$ cat src/issue_cfg.svh
// ===============================================
// Sizing constants for the issue-to-execute FIFO stage
// Include wherever widths or FU indices are needed
// ===============================================
`ifndef ISSUE_CFG_SVH
`define ISSUE_CFG_SVH

// Issue side
`define ISSUE_WIDTH    2
`define XLEN           64

// FIFO bank geometry
`define FU_NUM         6
`define FIFO_DEPTH     4
// Count spans 0..DEPTH, pointer spans 0..DEPTH-1
`define FIFO_CNT_BITS  3
`define FIFO_PTR_BITS  2

// FU index map, ALUs first
`define ALU_FIFO_NUM   3
`define MUL_FU_IDX     3
`define LOAD_FU_IDX    4
`define BRANCH_FU_IDX  5

`endif

$ cat src/fu_pkg.sv
// ===============================================
// FU-side types: FU index, credit and FIFO status
// ===============================================
`include "issue_cfg.svh"

package fu_pkg;

    // Index into the FIFO bank
    typedef logic [2:0] fu_id_t;

    // Free slots, saturated at issue width
    typedef logic [`FIFO_CNT_BITS-1:0] fu_credit_t;

    // Per-FIFO status seen by router and FU
    typedef struct packed {
        logic       empty;
        logic       full;
        fu_credit_t credit;
    } fu_status_t;

endpackage

$ cat src/issue_pkg.sv
// ===============================================
// Instruction-side types carried from issue to the FUs
// ===============================================
`include "issue_cfg.svh"

package issue_pkg;

    // Functional unit class tag
    typedef enum logic [1:0] {
        FU_ALU    = 2'd0,
        FU_MUL    = 2'd1,
        FU_LOAD   = 2'd2,
        FU_BRANCH = 2'd3
    } fu_class_e;

    // Reorder buffer tag
    typedef logic [4:0] rob_tag_t;
    // Physical register number
    typedef logic [5:0] preg_t;
    // Operand word
    typedef logic [`XLEN-1:0] xlen_t;

    // Issue packet, 142 bits at XLEN 64
    typedef struct packed {
        logic      valid;
        fu_class_e fu_class;
        rob_tag_t  rob_tag;
        preg_t     dest_preg;
        xlen_t     src1_val;
        xlen_t     src2_val;
    } issue_packet_t;

endpackage

$ cat src/fu_fifo.sv
// ===============================================
// Circular FIFO of issue packets for one functional unit
// Head is readable combinationally, pop and push may overlap
// ===============================================
`timescale 1ns/10ps
`include "issue_cfg.svh"

module fu_fifo #(
    parameter int unsigned FIFO_DEPTH  = `FIFO_DEPTH,
    parameter int unsigned ISSUE_WIDTH = `ISSUE_WIDTH
) (
    input  logic                    clock,
    input  logic                    reset,

    // Router side
    input  logic                    wr_en_i,
    input  issue_pkg::issue_packet_t wr_pkt_i,

    // FU side
    input  logic                    rd_en_i,
    output issue_pkg::issue_packet_t rd_pkt_o,
    output fu_pkg::fu_status_t      status_o
);

    localparam int unsigned CNT_BITS = $clog2(FIFO_DEPTH + 1);
    localparam int unsigned PTR_BITS = $clog2(FIFO_DEPTH);
    localparam logic [PTR_BITS-1:0] PTR_MAX = PTR_BITS'(FIFO_DEPTH - 1);

    // Storage
    issue_pkg::issue_packet_t mem [FIFO_DEPTH];

    // Head is next read slot, tail is next write slot
    logic [PTR_BITS-1:0] head;
    logic [PTR_BITS-1:0] tail;
    logic [CNT_BITS-1:0] count;
    logic [CNT_BITS-1:0] count_next;
    logic [CNT_BITS-1:0] free_slots;

    logic empty;
    logic rd_valid;

    // ===============================================
    // Status
    // ===============================================
    assign empty      = (count == '0);
    assign free_slots = CNT_BITS'(FIFO_DEPTH) - count;

    assign status_o.empty  = empty;
    assign status_o.full   = (count == CNT_BITS'(FIFO_DEPTH));
    // Router never needs more than one slot per issue lane
    assign status_o.credit = (int'(free_slots) >= ISSUE_WIDTH) ?
                             fu_pkg::fu_credit_t'(ISSUE_WIDTH) :
                             fu_pkg::fu_credit_t'(free_slots);

    // Pop only when something is there
    assign rd_valid = rd_en_i && !empty;

    // ===============================================
    // Pointers and count
    // ===============================================
    always_comb begin
        count_next = count;
        case ({wr_en_i, rd_valid})
            2'b10:   count_next = count + 1'b1;
            2'b01:   count_next = count - 1'b1;
            // Push with pop keeps the count
            default: count_next = count;
        endcase
    end

    always_ff @(posedge clock or posedge reset) begin
        if (reset) begin
            head  <= '0;
            tail  <= '0;
            count <= '0;
        end else begin
            if (wr_en_i) begin
                tail <= (tail == PTR_MAX) ? '0 : tail + 1'b1;
            end
            if (rd_valid) begin
                head <= (head == PTR_MAX) ? '0 : head + 1'b1;
            end
            count <= count_next;
        end
    end

    // ===============================================
    // Data path
    // ===============================================
    // Write trusts the router credit check
    always_ff @(posedge clock) begin
        if (wr_en_i) begin
            mem[tail] <= wr_pkt_i;
        end
    end

    // Zero-latency read, zero when nothing pops
    assign rd_pkt_o = rd_valid ? mem[head] : '0;

endmodule

$ cat src/fu_fifo_bank.sv
// ===============================================
// One fu_fifo per functional unit, status gathered per FU
// ===============================================
`timescale 1ns/10ps
`include "issue_cfg.svh"

module fu_fifo_bank (
    input  logic                                   clock,
    input  logic                                   reset,

    // Router side
    input  logic [`FU_NUM-1:0]                     wr_en_i,
    input  issue_pkg::issue_packet_t [`FU_NUM-1:0] wr_pkt_i,

    // FU side
    input  logic [`FU_NUM-1:0]                     rd_en_i,
    output issue_pkg::issue_packet_t [`FU_NUM-1:0] rd_pkt_o,
    output fu_pkg::fu_status_t [`FU_NUM-1:0]       status_o
);

    // Dedicated units, one FIFO each
    localparam int unsigned UNIT_IDX [3] = '{`MUL_FU_IDX, `LOAD_FU_IDX, `BRANCH_FU_IDX};

    // ALU FIFOs, indices 0 up to ALU_FIFO_NUM-1
    for (genvar i = 0; i < `ALU_FIFO_NUM; i++) begin : g_alu_fifo
        fu_fifo u_fifo (
            .clock    (clock),
            .reset    (reset),
            .wr_en_i  (wr_en_i[i]),
            .wr_pkt_i (wr_pkt_i[i]),
            .rd_en_i  (rd_en_i[i]),
            .rd_pkt_o (rd_pkt_o[i]),
            .status_o (status_o[i])
        );
    end

    // MUL, LOAD and BRANCH FIFOs
    for (genvar j = 0; j < 3; j++) begin : g_unit_fifo
        fu_fifo u_fifo (
            .clock    (clock),
            .reset    (reset),
            .wr_en_i  (wr_en_i[UNIT_IDX[j]]),
            .wr_pkt_i (wr_pkt_i[UNIT_IDX[j]]),
            .rd_en_i  (rd_en_i[UNIT_IDX[j]]),
            .rd_pkt_o (rd_pkt_o[UNIT_IDX[j]]),
            .status_o (status_o[UNIT_IDX[j]])
        );
    end

endmodule

$ cat src/issue_fifo_top.sv
// ===============================================
// Issue-to-execute buffer stage, router in front of the FIFO bank
// ===============================================
`timescale 1ns/10ps
`include "issue_cfg.svh"

module issue_fifo_top (
    input  logic                                        clock,
    input  logic                                        reset,

    // Issue side
    input  issue_pkg::issue_packet_t [`ISSUE_WIDTH-1:0] issue_slots_i,
    output logic [`ISSUE_WIDTH-1:0]                     slot_accepted_o,

    // FU side
    input  logic [`FU_NUM-1:0]                          fu_rd_en_i,
    output issue_pkg::issue_packet_t [`FU_NUM-1:0]      fu_pkt_o,
    output fu_pkg::fu_status_t [`FU_NUM-1:0]            fu_status_o
);

    // Router to bank
    logic [`FU_NUM-1:0]                     fifo_wr_en;
    issue_pkg::issue_packet_t [`FU_NUM-1:0] fifo_wr_pkt;
    // Bank status, shared by router and FUs
    fu_pkg::fu_status_t [`FU_NUM-1:0]       fu_status;

    issue_router u_router (
        .issue_slots_i   (issue_slots_i),
        .fu_status_i     (fu_status),
        .slot_accepted_o (slot_accepted_o),
        .fifo_wr_en_o    (fifo_wr_en),
        .fifo_wr_pkt_o   (fifo_wr_pkt)
    );

    fu_fifo_bank u_bank (
        .clock    (clock),
        .reset    (reset),
        .wr_en_i  (fifo_wr_en),
        .wr_pkt_i (fifo_wr_pkt),
        .rd_en_i  (fu_rd_en_i),
        .rd_pkt_o (fu_pkt_o),
        .status_o (fu_status)
    );

    assign fu_status_o = fu_status;

endmodule

$ cat src/issue_router.sv
// ===============================================
// Steers issue slots into FU FIFOs by class and credit
// Slots are taken in order, a rejected slot blocks the rest
// ===============================================
`timescale 1ns/10ps
`include "issue_cfg.svh"

module issue_router (
    // Issue slots in
    input  issue_pkg::issue_packet_t [`ISSUE_WIDTH-1:0] issue_slots_i,
    // Status from the bank
    input  fu_pkg::fu_status_t [`FU_NUM-1:0]            fu_status_i,

    output logic [`ISSUE_WIDTH-1:0]                     slot_accepted_o,
    output logic [`FU_NUM-1:0]                          fifo_wr_en_o,
    output issue_pkg::issue_packet_t [`FU_NUM-1:0]      fifo_wr_pkt_o
);

    // FIFO has room this cycle
    logic [`FU_NUM-1:0] writable;
    // FIFOs already taken by an earlier slot
    logic [`FU_NUM-1:0] claimed;
    // Writable and still free for this slot
    logic [`FU_NUM-1:0] avail;

    issue_pkg::issue_packet_t pkt;
    fu_pkg::fu_id_t           target;
    logic                     found;
    // Low once a valid slot has been turned away
    logic                     in_order;

    // ===============================================
    // Credit check
    // ===============================================
    always_comb begin
        for (int f = 0; f < `FU_NUM; f++) begin
            writable[f] = (fu_status_i[f].credit != '0);
        end
    end

    // ===============================================
    // Slot steering, slot 0 first
    // ===============================================
    always_comb begin
        claimed         = '0;
        avail           = '0;
        pkt             = '0;
        target          = '0;
        found           = 1'b0;
        in_order        = 1'b1;
        slot_accepted_o = '0;
        fifo_wr_en_o    = '0;
        fifo_wr_pkt_o   = '0;

        for (int s = 0; s < `ISSUE_WIDTH; s++) begin
            pkt    = issue_slots_i[s];
            avail  = writable & ~claimed;
            found  = 1'b0;
            target = '0;

            case (pkt.fu_class)
                issue_pkg::FU_ALU: begin
                    // Walk down so the lowest free ALU wins
                    for (int a = `ALU_FIFO_NUM - 1; a >= 0; a--) begin
                        if (avail[a]) begin
                            found  = 1'b1;
                            target = fu_pkg::fu_id_t'(a);
                        end
                    end
                end
                issue_pkg::FU_MUL:  target = fu_pkg::fu_id_t'(`MUL_FU_IDX);
                issue_pkg::FU_LOAD: target = fu_pkg::fu_id_t'(`LOAD_FU_IDX);
                default:            target = fu_pkg::fu_id_t'(`BRANCH_FU_IDX);
            endcase

            // Fixed-unit classes only have their own FIFO
            if (pkt.fu_class != issue_pkg::FU_ALU) begin
                found = avail[target];
            end

            if (in_order && pkt.valid && found) begin
                claimed[target]       = 1'b1;
                fifo_wr_en_o[target]  = 1'b1;
                fifo_wr_pkt_o[target] = pkt;
                slot_accepted_o[s]    = 1'b1;
            end else if (pkt.valid) begin
                // Later slots must wait behind this one
                in_order = 1'b0;
            end
        end
    end

endmodule
$ cat config.mk
export PLATFORM = sky130hd
export DESIGN_NAME = issue_fifo_top
export DESIGN_NICKNAME = d
export VERILOG_FILES = /design/src/fu_pkg.sv /design/src/issue_pkg.sv /design/src/fu_fifo.sv /design/src/fu_fifo_bank.sv /design/src/issue_fifo_top.sv /design/src/issue_router.sv
export VERILOG_INCLUDE_DIRS = /design/src /design/src/src
export SDC_FILE = /design/constraint.sdc
export NUM_CORES = 2
export LEC_CHECK = 0
export BUFFER_PORTS_ARGS = -buffer_cell sky130_fd_sc_hd__buf_2
export CAP_MARGIN = 5
export CELL_PAD_IN_SITES_DETAIL_PLACEMENT = 1
export CELL_PAD_IN_SITES_GLOBAL_PLACEMENT = 2
export CORE_MARGIN = 10
export CORE_UTILIZATION = 49
export DETAILED_ROUTE_END_ITERATION = 6
export GPL_TIMING_DRIVEN = 0
export HOLD_SLACK_MARGIN = 0.05
export PLACE_DENSITY_LB_ADDON = 0.12
export SYNTH_ARGS = -nofsm -noshare
export SYNTH_HDL_FRONTEND = slang
export SYNTH_HIERARCHICAL = 1
export SYNTH_SLANG_ARGS = --single-unit
$ cat constraint.sdc
create_clock -name clock -period 20.7 [get_ports clock]
set_input_delay 4.14 -clock clock [delete_from_list [all_inputs] [get_ports clock]]
set_output_delay 4.14 -clock clock [all_outputs]
set_load 0.02 [all_outputs]
==> flow_summary.ini <==
[critical_path]
critPathMaxFanout = 10
crit_path_start_kind = primary input
crit_buf_inv = 5
cpPeakStageDelay_ns = 1.12
cpLargestDelayFamily = simple AND/OR/NAND/NOR gates
cp.required_ns = 16.56
crit_top_cell = buf_2
worstPathCellList = buf_2, nor2_1, nand2_1, o221ai_2, o21ai_2, buf_2, buf_2, inv_1, buf_2
crit_slowest_cell = nor2_1
crit_arrival_ns = 7.83
critPathCaptureType = output port
timing_worst_setup_path_type = in -> out

[die]
initial_core_util_pct = 49.3
chipHeight_um = 559
fp-row-count = 197
boundaryPins = 1176
die_area_sq_um = 312000
die_x_um = 559
core_sq_um = 289000

[sta]
fin_setup_tns_ns = 0
slew_violations = 1
setup_viol = 0
tightest_slew_ns = 1.50
rsz0062_at_grt = false
worst_slew_margin_rel_pct = -0.242
finalWorstSetupSlack_ns = 8.73
min_period_over_period_pct = 57.8
finalCriticalPeriod_ns = 11.97
finClkSkew_ns = 0.0427
max_freq_mhz = 83.5
holdWs_ns = 0.477
finalHoldViolations = 0

[power]
power_density_nw_per_um2 = 134
p_leak_nw = 58.3
vdd_drop_max_mv = 0.0811

[finish]
fin_util_pct = 57.8
final_cell_count_no_fill = 13300
fill_cells = 25600
area_growth_pct = 17.3
nets = 9410
drive_gt1_share_pct = 31.2

[outcome]
violations = max-capacitance violations, max-slew violations
status = finished, violations left

[clock_network]
htree_levels = 5
cts_tree = yes
clk_pin_slew_ns = 0.06
cts_resized = 0
cts_made_buffers = 363
cts_num_sinks = 3450
cts_root_buf = clkbuf_16
cts_max_path_buffers = 4
cts_hold_buf = 0
cts_setup_buffers = 0
clk_latency_ns = 0.94

[flow_run]
drv_cap = 2

[placed_design]
gp_congestion = 0.824
pre_cts_ws_ns = 8.80
hpwl_um = 353000
port_buffers = 1167
placed_cells = 12600

[yosys]
synthFlopType = edfxtp_1
seq_area_frac_synth_pct = 72.7
synth_cell_types = 48
syn_area_per_cell_sq_um = 19.2
ys_ff_latch = 3450
synthCells = 7426
yosysWarnings = 6
synth_edf_count = 3408
ys_async_sr_fraction_pct = 1.22
syn_area_sq_um = 142000

[route]
routed_via_density = 6.25
wl_um = 491000
drc_errors = 0
ant_nets = 0
wl_per_cell_um = 37.0
dr.pass1.iters = 5
drt_iter0_drc = 9731
via_count = 82900

[global_routing]
grt.overflow.total = 0
grt_pass1_vias = 86200
gr-usage-all-layers_pct = 30.5
grt_pass1_wl_um = 680000
antenna_found_initial = 64
grt_max_degree = 53

[hold_path]
hold_class = reg -> reg
sequential cells by signal, summed over array words and instances (netlist names):
name                             cells
u_bank/g_alu_fifo.u_fifo/mem      1704
u_bank/g_alu_fifo.u_fifo/head        6
u_bank/g_unit_fifo.u_fifo/mem     1704
u_bank/g_alu_fifo.u_fifo/tail        6
u_bank/g_unit_fifo.u_fifo/count      9
u_bank/g_unit_fifo.u_fifo/head       6
u_bank/g_alu_fifo.u_fifo/count       9
u_bank/g_unit_fifo.u_fifo/tail       6
where the power goes:
part	internal, mW	switching, mW	total, mW	leakage [nW]
sequential	8.29	0.128	8.42	32.3
clock	3.66	2.70	6.36	5.55
combinational	2.75	4.76	7.51	20.4
total	14.7	7.59	22.3	58.3
path summary, 6_finish.rpt:
kind                                                      start  slack [ns]                                     end  depth (start not counted)
max                                          issue_slots_i[281]        8.73                      slot_accepted_o[1]                          9
min                        u_bank/g_alu_fifo[2].u_fifo/count[0]        0.48    u_bank/g_alu_fifo[2].u_fifo/count[0]                          1
max reg2reg                u_bank/g_alu_fifo[1].u_fifo/count[0]       14.12  u_bank/g_alu_fifo[1].u_fifo/mem[3][53]                         15
min reg2reg                u_bank/g_alu_fifo[2].u_fifo/count[0]        0.48    u_bank/g_alu_fifo[2].u_fifo/count[0]                          1
max in group asynchronous                                 reset       17.07    u_bank/g_alu_fifo[0].u_fifo/count[1]                          2
min in group asynchronous                                 reset        3.29     u_bank/g_alu_fifo[2].u_fifo/head[1]                          2
logic make-up after synthesis:
group	count (synthesis)	synth area share, %
flops	3450	72.7
simple gates	1398	5.46
mux	870	13.6
compound gates	865	4.92
buf+inv	750	2.59
fa+ha+maj	66	0.612
xor+xnor	20	0.123
other cells	7	0.0185
Yosys cell counts (2+ instances only):
master / n / area share, %
a21oi_1: 3 / 0.011
buf_2: 152 / 0.53
buf_6: 76 / 0.60
nand3_1: 142 / 0.50
o32ai_1: 2 / 0.012
a211oi_1: 2 / 0.011
or4_1: 2 / 0.011
mux4_2: 852 / 13
clkbuf_1: 298 / 0.79
xnor2_1: 13 / 0.080
mux2i_1: 6 / 0.042
or2_2: 12 / 0.053
ha_1: 60 / 0.53
o21ai_0: 151 / 0.53
xor2_1: 7 / 0.043
or4b_1: 2 / 0.014
nand2_1: 298 / 0.79
a22o_1: 556 / 3.4
edfxtp_1: 3408 / 72
o41ai_1: 141 / 0.87
nor2b_1: 6 / 0.026
nor2_1: 32 / 0.084
nor3_1: 7 / 0.025
nor3b_1: 2 / 0.011
buf_4: 29 / 0.15
conb_1: 7 / 0.018
buf_1: 4 / 0.011
and2_1: 878 / 3.9
inv_1: 191 / 0.50
mux2_2: 12 / 0.095
or3_1: 10 / 0.044
o2111a_1: 3 / 0.024
dfrtp_1: 42 / 0.74
fa_1: 6 / 0.084
cell type report:
type / instances / area, sq um / share of cell area (%)
clock inverter: 204 / 1860 / 1.11
timing repair buffer: 1254 / 8060 / 4.83
inverter: 191 / 717 / 0.430
multi-input combinational: 3233 / 35300 / 21.2
buffer: 559 / 2980 / 1.79
antenna: 38 / 95.1 / 0.0570
tap: 3880 / 4850 / 2.91
sequential: 3450 / 103000 / 62.0
clock buffer: 451 / 9560 / 5.73
routing by layer:
layer,vias to the layer above,global-route usage [%],share of wire (%)
li1,33300,-,-
met1,44300,39.0,37
met2,4508,48.9,48
met3,803,7.60,9.7
met4,18,15.3,5.5
met5,-,0,0.033
placed cells by master, fill, tap and decap left out, types with 5 or more instances in the layout:
master / n
o41ai_1: 140
nor2_1: 31
and2_1: 854
diode_2: 38
nor3_1: 5
o21ai_0: 151
a22o_1: 556
ha_1: 60
clkbuf_2: 12
nor2b_1: 6
nand2_1: 298
mux2i_1: 6
edfxtp_1: 3408
mux2_2: 12
buf_2: 1319
and2_4: 24
conb_1: 14
clkinvlp_4: 13
inv_6: 12
buf_4: 30
or3_1: 10
mux4_2: 852
or2_2: 12
nand3_1: 142
xor2_1: 7
buf_6: 81
buf_12: 8
clkbuf_1: 366
bufinv_16: 31
dfrtp_1: 42
clkbuf_16: 369
inv_1: 191
clkinv_1: 91
clkinv_2: 48
fa_1: 6
xnor2_1: 13
buf_16: 72
per-stage QoR:
| stage | power (mW) | cell area, sq um |
|---|---|---|
| finish | 22.3 | 167000 |
| global route | 23.1 | 167000 |
| CTS | 22.5 | 167000 |
| detailed placement | 16.1 | 155000 |
| global placement | 16.0 | 153000 |
| floorplan | 13.0 | 142000 |
Power figures use the tool's default switching activity.
